## config.mk

```make
export PLATFORM = sky130hd
export DESIGN_NAME = fetch
export DESIGN_NICKNAME = d
export VERILOG_FILES = /design/src/design/fetch_pkg.sv /design/src/design/pc_gen.sv /design/src/design/instr_queue.sv /design/src/design/fetch.sv
export VERILOG_INCLUDE_DIRS = /design/src /design/src/include
export SDC_FILE = /design/constraint.sdc
export NUM_CORES = 1
export LEC_CHECK = 0
export ABC_AREA = 1
export BUFFER_PORTS_ARGS = -buffer_cell sky130_fd_sc_hd__clkbuf_2
export CORE_MARGIN = 2
export CORE_UTILIZATION = 35
export CTS_BUF_LIST = sky130_fd_sc_hd__clkbuf_16
export CTS_CLUSTER_SIZE = 20
export DETAILED_ROUTE_END_ITERATION = 10
export GPL_ROUTABILITY_DRIVEN = 0
export GPL_TIMING_DRIVEN = 1
export PLACE_DENSITY = 0.53
export SLEW_MARGIN = 30
export SYNTH_ARGS = -nofsm -noshare
export SYNTH_HDL_FRONTEND = slang
export SYNTH_SLANG_ARGS = --single-unit
```

## constraint.sdc

```tcl
create_clock -name clk -period 10.6 [get_ports clk]
set_input_delay 1.06 -clock clk [delete_from_list [all_inputs] [get_ports clk]]
set_output_delay 1.06 -clock clk [all_outputs]
set_load 0.02 [all_outputs]
```

## src/include/fetch_macros.svh

```systemverilog
`ifndef FETCH_MACROS_SVH
`define FETCH_MACROS_SVH

// instruction queue sizing
`define IQ_DEPTH 16   // entries in the queue
`define IQ_CNT_W 5    // count holds 0..16

// instruction memory sizing
`define IMEM_WORDS 256 // 1 KiB of code
`define IMEM_IDX_W 8   // word index, pc bits 9:2

// program counter
`define RESET_PC 32'h0000_0000 // first fetch after reset
`define PC_STEP  4             // one 32-bit word per fetch

`endif

```

## src/design/fetch_pkg.sv

```systemverilog
`include "fetch_macros.svh"

package fetch_pkg;

    // byte address as seen by fetch and memory
    typedef logic [31:0] pc_t;

    // raw rv32i instruction word
    typedef logic [31:0] instr_t;

    // word index into the instruction memory
    typedef logic [`IMEM_IDX_W-1:0] imem_idx_t;

    // queue occupancy, one bit wider than the pointers
    typedef logic [`IQ_CNT_W-1:0] iq_cnt_t;

endpackage

```

## src/design/pc_gen.sv

```systemverilog
`include "fetch_macros.svh"

module pc_gen (
    input  logic             clk,
    input  logic             reset,
    input  logic             advance,  // request accepted this cycle
    input  logic             jump_en,
    input  fetch_pkg::pc_t   jump_pc,
    input  logic             flush,
    input  fetch_pkg::pc_t   flush_pc,
    output fetch_pkg::pc_t   pc
);

    fetch_pkg::pc_t flush_tgt;
    fetch_pkg::pc_t jump_tgt;
    fetch_pkg::pc_t next_seq;

    // targets are word aligned, low bits dropped
    assign flush_tgt = {flush_pc[31:2], 2'b00};
    assign jump_tgt  = {jump_pc[31:2], 2'b00};

    assign next_seq = pc + fetch_pkg::pc_t'(`PC_STEP); // sequential next word

    // flush beats jump, any redirect beats advance
    always_ff @(posedge clk) begin
        if (reset) begin
            pc <= `RESET_PC;
        end else if (flush) begin
            pc <= flush_tgt;
        end else if (jump_en) begin
            pc <= jump_tgt;
        end else if (advance) begin
            pc <= next_seq;
        end
        // otherwise hold, stall or back-pressure
    end

endmodule

```

## src/design/instr_queue.sv

```systemverilog
`include "fetch_macros.svh"

module instr_queue (
    input  logic                 clk,
    input  logic                 reset,
    input  logic                 clear,       // redirect, drop everything
    input  logic                 wr_en,
    input  fetch_pkg::pc_t       wr_pc,
    input  fetch_pkg::instr_t    wr_instr,
    input  logic                 rd_en,
    output logic                 head_valid,
    output fetch_pkg::pc_t       head_pc,
    output fetch_pkg::instr_t    head_instr,
    output fetch_pkg::iq_cnt_t   count
);

    // pointers are one bit narrower than count and wrap at depth
    logic [`IQ_CNT_W-2:0] wr_ptr;
    logic [`IQ_CNT_W-2:0] rd_ptr;

    // pc and word kept side by side
    fetch_pkg::pc_t    pc_mem    [`IQ_DEPTH];
    fetch_pkg::instr_t instr_mem [`IQ_DEPTH];

    logic full;
    logic do_wr;
    logic do_rd;

    assign full       = (count == fetch_pkg::iq_cnt_t'(`IQ_DEPTH));
    assign head_valid = (count != '0); // anything waiting

    // a full queue blocks the write even if a read happens too
    assign do_wr = wr_en && !full;
    assign do_rd = rd_en && head_valid; // never pop an empty queue

    // storage array
    always_ff @(posedge clk) begin
        if (do_wr) begin
            pc_mem[wr_ptr]    <= wr_pc;
            instr_mem[wr_ptr] <= wr_instr;
        end
    end

    // pointers
    always_ff @(posedge clk) begin
        if (reset || clear) begin
            wr_ptr <= '0;
            rd_ptr <= '0;
        end else begin
            if (do_wr) begin
                wr_ptr <= wr_ptr + 1'b1; // wraps 15 -> 0
            end
            if (do_rd) begin
                rd_ptr <= rd_ptr + 1'b1;
            end
        end
    end

    // occupancy
    always_ff @(posedge clk) begin
        if (reset || clear) begin
            count <= '0; // clear wins over a same-cycle write
        end else begin
            case ({do_wr, do_rd})
                2'b10:   count <= count + 1'b1;
                2'b01:   count <= count - 1'b1;
                default: count <= count; // none, or both at once
            endcase
        end
    end

    // show-ahead head, read data ready before rd_en
    assign head_pc    = pc_mem[rd_ptr];
    assign head_instr = instr_mem[rd_ptr];

endmodule

```

## src/design/fetch.sv

```systemverilog
`include "fetch_macros.svh"

module fetch (
    input  logic                clk,
    input  logic                reset,
    // redirects
    input  logic                jump_en,
    input  fetch_pkg::pc_t      jump_pc,
    input  logic                flush,
    input  fetch_pkg::pc_t      flush_pc,
    // memory request
    output logic                imem_read,
    output fetch_pkg::pc_t      imem_addr,
    input  logic                imem_stall,
    // memory response
    input  logic                imem_resp,
    input  fetch_pkg::instr_t   imem_rdata,
    input  fetch_pkg::pc_t      imem_raddr,
    // decode side
    output logic                instr_valid,
    output fetch_pkg::instr_t   instr,
    output fetch_pkg::pc_t      instr_pc,
    input  logic                instr_ready
);

    fetch_pkg::pc_t     pc;
    fetch_pkg::iq_cnt_t iq_count;
    fetch_pkg::iq_cnt_t occupancy;  // queued plus the read on its way
    logic               head_valid;
    logic               redirect;
    logic               req_accept;
    logic               in_flight;  // response due this cycle
    logic               drop;       // response due this cycle is stale
    logic               iq_wr;
    logic               iq_rd;

    assign redirect = flush || jump_en;

    // reserve a slot for the outstanding read so nothing is lost
    assign occupancy  = iq_count + fetch_pkg::iq_cnt_t'(in_flight);
    assign imem_read  = (occupancy < fetch_pkg::iq_cnt_t'(`IQ_DEPTH));
    assign imem_addr  = pc;
    assign req_accept = imem_read && !imem_stall;

    // one-cycle memory, so in-flight is just last cycle's accept
    always_ff @(posedge clk) begin
        if (reset) begin
            in_flight <= 1'b0;
            drop      <= 1'b0;
        end else begin
            in_flight <= req_accept;
            drop      <= redirect && req_accept; // read issued on the old path
        end
    end

    // stale responses never reach the queue
    assign iq_wr = imem_resp && !drop;

    // nothing leaves the queue in a redirect cycle
    assign instr_valid = head_valid && !redirect;
    assign iq_rd       = instr_valid && instr_ready;

    pc_gen u_pc_gen (
        .clk      (clk),
        .reset    (reset),
        .advance  (req_accept),
        .jump_en  (jump_en),
        .jump_pc  (jump_pc),
        .flush    (flush),
        .flush_pc (flush_pc),
        .pc       (pc)
    );

    instr_queue u_iq (
        .clk        (clk),
        .reset      (reset),
        .clear      (redirect), // old path thrown away
        .wr_en      (iq_wr),
        .wr_pc      (imem_raddr),
        .wr_instr   (imem_rdata),
        .rd_en      (iq_rd),
        .head_valid (head_valid),
        .head_pc    (instr_pc),
        .head_instr (instr),
        .count      (iq_count)
    );

endmodule

```

==> flow_summary.ini, run 1 <==
[status]
outcome = complete, no violations

[timing]
finalSetupViolCount = 0
fmax_mhz = 175.4
finalMaxSlewViolations = 0
finalWorstSetupSlack_ps = 4898
tightest_slew_ps = 1030
post-route-min-period_ps = 5702
setup_repair_after_global_routing_missed_its_margin = no
clock_skew_ps = 44.36
post-route-period-util_pct = 53.80
hold_violations = 0
fin_setup_tns_ps = 0
maxSlewHeadroom_pct = 31.35
hold_ws_ps = 491.9

[global_routing]
grt_pass1_wl_um = 164600
grt_overflow_total = 0
globalRouteTotalUtil_pct = 17.18
grt_max_degree = 210
vias_in_the_first_global_route = 25230
antenna_found_initial = 10

[detailed_routing]
postRouteAntennaNets = 0
dr.first_iter.drc_count = 2174
first_pass_iters = 5
dr_total_vias = 26210
routed_wl_um = 113000
number_of_remaining_drc_errors = 0
routed_wire_length_per_instance_um = 21.87
post_drt_via_cell_ratio = 5.073

[clocking]
postCtsHoldBufs = 0
cts.clk_slew.worst_paths_ps = 60
tritoncts.num_buffers = 115
tritoncts = yes
cts_setup_buffers = 0
ctsLongestPathBuffers = 3
clock_tree.htree_level_count = 3
clock-root-buffer = sky130_fd_sc_hd__clkbuf_16
clock_sink_count = 1073
post_cts.resized_instances = 0
worst_skew_pair.late_latency_ps = 720

[floorplanning]
core-area_um2 = 125200
floorplan.initialDensity_pct = 35.16
std_cell_rows = 130
chipHeight_um = 358.7
die_w_um = 358.7
num_io_pins = 233
die_area_um2 = 128700

[placed_design]
placement.setup.worst_slack_ps = 5455
place_hpwl_um = 56310
placement.io_buffers = 226
placed_cells_incl_taps = 4952

[min_path]
min-delay-path-class = register to register
worstHoldPathCells = 1
worstHoldStart = u_iq.rd_ptr[2]$_SDFFE_PP0P_

[finish]
design.final.nets = 3567
proportion_of_layout_cells_with_a_drive_suffix_above_1_pct = 13.85
final_core_util_pct = 40.29
count_of_non_filler_cells_in_the_finished_layout = 5167
area.growth.synth_to_final_pct = 14.59

[critical_path]
critPathSlowestCell = sky130_fd_sc_hd__buf_4
crit_buf_inv = 5
worstReg2RegEnd = u_iq.instr_mem[11][10]$_DFFE_PP_
worst_setup_path_end_kind = primary output
timing.critical_path.from_type = register
worstPathCellList = buf_12, inv_8, buf_4, buf_4, o21ai_0, o211ai_1, nand2_1, clkbuf_2
worst_path_dominant_cell_family = buffers and inverters
worstSetupPathType = register to primary output
cpMostUsedCell = sky130_fd_sc_hd__buf_4
reg2regPathDepth = 7
reg_to_reg_setup_timing_slack_ps = 7170
endpoint_arrival_time_on_the_critical_path_ps = 4640
critPathMaxStageDelay_ps = 800
r2r-start = u_iq.count[2]$_SDFFE_PP0P_
crit_path_max_fanout = 125
cp_data_required_time_ps = 9540

[synth]
synth_warnings = 0
post_synth_num_cell_types = 41
seq_area_frac_synth_pct = 72.06
netlist_instances = 3239
cell_area_after_synthesis_um2 = 44030
ys_seq_elements = 1073
mean_cell_area_of_the_mapped_netlist_um2 = 13.59

[power_and_ir_drop]
cellPowerDensity_nw_per_um2 = 173.2
vdd.ir_drop.worst_mv = 0.1438
total_switching_power_w = 0.001871
clock_network_fraction_of_design_power_pct = 43.2
power.sequential.fraction_pct = 53.7
power_frac_comb_pct = 3.1
internal_pwr_total_w = 0.006866
switching_share_pct = 21.42
leakage_nw = 16.60

[flow_run]
timing.max_cap.violations = 0
## layout make-up
class / count / area (um^2)
Multi-Input combinational cell: 1646 / 10230
Clock inverter: 93 / 680.7
Timing Repair Buffer: 271 / 1649
Antenna cell: 2 / 5.005
Inverter: 317 / 1210
Sequential cell: 1073 / 31750
Tap cell: 1650 / 2064
Fill cell: 11710 / 74790
Clock buffer: 115 / 2878
## cell usage after synthesis (all sizes together)
cell type,n,share of area (%)
a211oi,1,0.017
a21oi,322,3.7
a31oi,2,0.028
and3,2,0.028
buf,118,1.5
clkbuf,86,0.73
conb,1,0.0085
dfxtp,49,2.2
edfxtp,1024,70
ha,8,0.23
inv,317,2.7
mux2i,256,5.8
nand2,186,1.6
nand3,118,1.4
nand3b,4,0.068
nand4,4,0.057
nor2,80,0.74
nor3,17,0.24
o211ai,269,4.6
o21a,1,0.017
o21ai,352,4.0
o221ai,1,0.020
or2,6,0.085
xnor2,5,0.099
xor2,10,0.22
## layout by cell type (no fill, tap or decap), types with 115 or more instances in the layout
cell,count
sky130_fd_sc_hd__o211ai_1,269
sky130_fd_sc_hd__mux2i_1,256
sky130_fd_sc_hd__a21oi_1,317
sky130_fd_sc_hd__o21ai_0,292
sky130_fd_sc_hd__clkbuf_2,226
sky130_fd_sc_hd__nand3_1,117
sky130_fd_sc_hd__clkbuf_16,115
sky130_fd_sc_hd__inv_1,323
sky130_fd_sc_hd__edfxtp_1,1024
sky130_fd_sc_hd__nand2_1,183
## cells by family after synthesis
| family | count (synthesis) | share of synthesized area [%] |
|---|---|---|
| buffers and inverters | 521 | 4.998 |
| adders and majority gates | 8 | 0.2273 |
| other | 1 | 0.008516 |
| DFF | 1073 | 72.06 |
| xor gates and xnor gates | 15 | 0.3154 |
| AOI/OAI and AO/OA | 948 | 12.37 |
| and+or+nand+nor | 417 | 4.200 |
| muxes | 256 | 5.819 |
## flip-flops by register name, summed over array words and instances, names as in the netlist, named ones only
name and flops:
u_pc_gen.pc 30, u_iq.instr_mem 512, u_iq.pc_mem 512, in_flight 1, u_iq.rd_ptr 4, drop 1
u_iq.count 5, u_iq.wr_ptr 4
## worst max path at each step
stage,depth (start not counted),endpoint,from,slack [ps]
after floorplan,6,u_iq.instr_mem[11][0]$_DFFE_PP_,imem_resp,5890
after global placement,7,instr_pc[15],register,5480
after detailed placement,7,instr_pc[15],register,5450
after CTS,7,instr_pc[15],register,4700
after global routing,8,instr_pc[15],register,4610
final,8,instr_pc[15],register,4900
## metal layers
layer  share of wire [%]  up-vias  track usage, %
li1                    -    12410               -
met1                  46    13040           24.07
met2                  47      565           28.05
met3                 4.5      181           2.751
met4                 2.2       12           3.992
met5               0.067        -               0
## metrics by stage
step	total power [W]	cell area [um^2]
CTS	0.008830	50310
floorplan	0.004909	44040
global route	0.009021	50460
global placement	0.005050	46710
detailed placement	0.005053	46750
finish	0.008737	50460
## worst reg2reg max path, cell delays in order, from the launching register on
cell and delay (ps):
sky130_fd_sc_hd__dfxtp_1 440, sky130_fd_sc_hd__nor2_1 90, sky130_fd_sc_hd__nand3_1 70, sky130_fd_sc_hd__nand2_1 200, sky130_fd_sc_hd__inv_2 200, sky130_fd_sc_hd__nand2_1 300, sky130_fd_sc_hd__nor2_4 800, sky130_fd_sc_hd__buf_4 920
## power groups by stage
stage / Clock (W) / Combinational [W] / Sequential (W)
after floorplan: 0 / 0.000118 / 0.00479
after global placement: 0 / 0.000269 / 0.00478
after detailed placement: 0 / 0.000272 / 0.00478
after CTS: 0.00387 / 0.000272 / 0.00469
after global routing: 0.00403 / 0.000297 / 0.00469
final: 0.00378 / 0.000268 / 0.00469
Note: power is estimated with default switching activity, not from simulation.
==> run 2, diff against run 1 <==
- clock period: 10.6 -> 6 ns (I/O delays scaled with it)
==> run 2 against run 1 <==
Critical path depth is 2 lower; via count rose by 0.45%; combinational power rose by 79%; clock skew is 18 ps lower; clock-buffer cell count is the same; sequential power up 77%; routed wire length hardly changed; critical endpoint is now instr[12]; clock power up 75%; design area grew 0.14%; power increased by 76%; largest cell class unchanged; worst hold slack got worse by 330 ps; critical path type unchanged; final cell count unchanged; highest routed layer unchanged.
==> flow_summary.ini, run 2 (synthesis results as in run 1) <==
[timing]
maxSlewHeadroom_pct = 34.64
hold_ws_ps = 161.0
fmax_mhz = 246.4
finalSetupViolCount = 0
finalMaxSlewViolations = 0
clock_skew_ps = 26.25
fin_setup_tns_ps = 0
post-route-period-util_pct = 67.64
tightest_slew_ps = 980.3
hold_violations = 0
post-route-min-period_ps = 4058
setup_repair_after_global_routing_missed_its_margin = no

[critical_path]
reg_to_reg_setup_timing_slack_ps = 2990
cp_data_required_time_ps = 5400
worst_setup_path_end_kind = primary output
reg2regPathDepth = 7
worstSetupPathType = register to primary output
worstReg2RegEnd = u_iq.pc_mem[3][19]$_DFFE_PP_
crit_path_max_fanout = 129
crit_end = instr[12]
timing.critical_path.from_type = register
endpoint_arrival_time_on_the_critical_path_ps = 3460
r2r-start = u_iq.count[2]$_SDFFE_PP0P_

[power_and_ir_drop]
cellPowerDensity_nw_per_um2 = 304.4
power_frac_comb_pct = 3.1
vdd.ir_drop.worst_mv = 0.2288
internal_pwr_total_w = 0.01215
power.sequential.fraction_pct = 53.9
switching_share_pct = 21.03
clock_network_fraction_of_design_power_pct = 43.0
total_switching_power_w = 0.003234
leakage_nw = 16.64

[global_routing]
grt_pass1_wl_um = 166400
antenna_found_initial = 12
vias_in_the_first_global_route = 25380
grt_overflow_total = 0
grt_max_degree = 168
globalRouteTotalUtil_pct = 17.32

[floorplanning]
chipHeight_um = 358.7
die_w_um = 358.7
floorplan.initialDensity_pct = 35.16
num_io_pins = 233
die_area_um2 = 128700
std_cell_rows = 130
core-area_um2 = 125200

[status]
outcome = complete, no violations

[finish]
antenna_cells_inserted = 0
design.final.nets = 3569
most_frequent_standard_cell_in_the_layout_excluding_fill_and_tap_cells = sky130_fd_sc_hd__edfxtp_1
final_core_util_pct = 40.35
final_cell_area_um2 = 50530
final_cell_mix = sky130_fd_sc_hd__edfxtp_1, sky130_fd_sc_hd__inv_1, sky130_fd_sc_hd__a21oi_1
largest_registers = u_iq.instr_mem (512), u_iq.pc_mem (512), u_pc_gen.pc (30)
count_of_non_filler_cells_in_the_finished_layout = 5167
area.growth.synth_to_final_pct = 14.76
proportion_of_layout_cells_with_a_drive_suffix_above_1_pct = 13.88

[clocking]
post_cts.resized_instances = 0
ctsLongestPathBuffers = 3
clock-root-buffer = sky130_fd_sc_hd__clkbuf_16
postCtsHoldBufs = 0
tritoncts = yes
worst_skew_pair.late_latency_ps = 690
cts.clk_slew.worst_paths_ps = 60
tritoncts.num_buffers = 113
clock_sink_count = 1073
cts_setup_buffers = 0
clock_tree.htree_level_count = 3

[min_path]
min-delay-path-class = input port to register

[detailed_routing]
dr.first_iter.drc_count = 2239
number_of_remaining_drc_errors = 0
dr_total_vias = 26330
first_pass_iters = 5
postRouteAntennaNets = 0
routed_wire_length_per_instance_um = 21.86
post_drt_via_cell_ratio = 5.096
routed_wl_um = 113000

[placed_design]
place_hpwl_um = 59120
placement.io_buffers = 226
placed_cell_area_um2 = 47030
placed_cells_incl_taps = 4961

[flow_run]
timing.max_cap.violations = 0
[run 2: cell count changes in the layout (fill, tap and decap cells not counted), moves of 2 or more]
cell                        change
sky130_fd_sc_hd__clkinv_16      -2
sky130_fd_sc_hd__inv_1          +4
sky130_fd_sc_hd__diode_2        -2
sky130_fd_sc_hd__clkinv_4       -4
sky130_fd_sc_hd__buf_6          -8
sky130_fd_sc_hd__buf_12        +12
sky130_fd_sc_hd__clkinv_1       -3
[run 2: area by class of cell]
| type | count | area [um^2] |
|---|---|---|
| Fill cell | 11710 | 74710 |
| Inverter | 317 | 1210 |
| Multi-Input combinational cell | 1646 | 10230 |
| Clock inverter | 91 | 628.1 |
| Tap cell | 1650 | 2064 |
| Timing Repair Buffer | 275 | 1779 |
| Sequential cell | 1073 | 31750 |
| Clock buffer | 115 | 2878 |
[run 2: worst min path at each step]
| stage | startpoint | to | slack, ps | cells past startpoint |
|---|---|---|---|---|
| 6_report | flush_pc[2] | u_pc_gen.pc[2]$_SDFFE_PP0P_ | 160 | 3 |
| 3_5_place_dp | u_iq.rd_ptr[0]$_SDFFE_PP0P_ | register | 480 | 2 |
| 5_1_grt | flush_pc[2] | u_pc_gen.pc[2]$_SDFFE_PP0P_ | 150 | 3 |
| 4_1_cts | flush_pc[2] | u_pc_gen.pc[2]$_SDFFE_PP0P_ | 110 | 3 |
| 3_3_place_gp | u_iq.rd_ptr[0]$_SDFFE_PP0P_ | register | 470 | 2 |
| 2_1_floorplan | u_iq.rd_ptr[2]$_SDFFE_PP0P_ | register | 450 | 1 |
[run 2: per-layer routing]
layer / track usage [%] / vias to the layer above / wire length (um)
li1: - / 12420 / -
met2: 28.00 / 638 / 53100
met4: 4.633 / 16 / 2313
met5: 0 / - / 107
met3: 2.970 / 168 / 5992
met1: 24.12 / 13090 / 51450
[run 2: worst max-delay path: stages (launching register included)]
cell,delay (ps)
sky130_fd_sc_hd__dfxtp_4,510
sky130_fd_sc_hd__inv_8,720
sky130_fd_sc_hd__buf_4,660
sky130_fd_sc_hd__o21ai_0,190
sky130_fd_sc_hd__o211ai_1,180
sky130_fd_sc_hd__nand2_1,220
sky130_fd_sc_hd__clkbuf_2,220
[run 2: power groups by stage]
| stage | clock [W] | sequential, W | combinational [W] |
|---|---|---|---|
| final | 0.00661 | 0.00829 | 0.000481 |
| after global routing | 0.00708 | 0.00829 | 0.000536 |
| after CTS | 0.00677 | 0.00829 | 0.000490 |
| after detailed placement | 0 | 0.00845 | 0.000489 |
| after global placement | 0 | 0.00844 | 0.000478 |
| after floorplan | 0 | 0.00846 | 0.000208 |
[run 2: metrics by stage]
stage | power (W) | setup WS, ps
global placement | 0.008922 | 2600
detailed placement | 0.008935 | 2575
floorplan | 0.008672 | 1752
finish | 0.01538 | 1942
CTS | 0.01555 | 1837
global route | 0.01590 | 1720
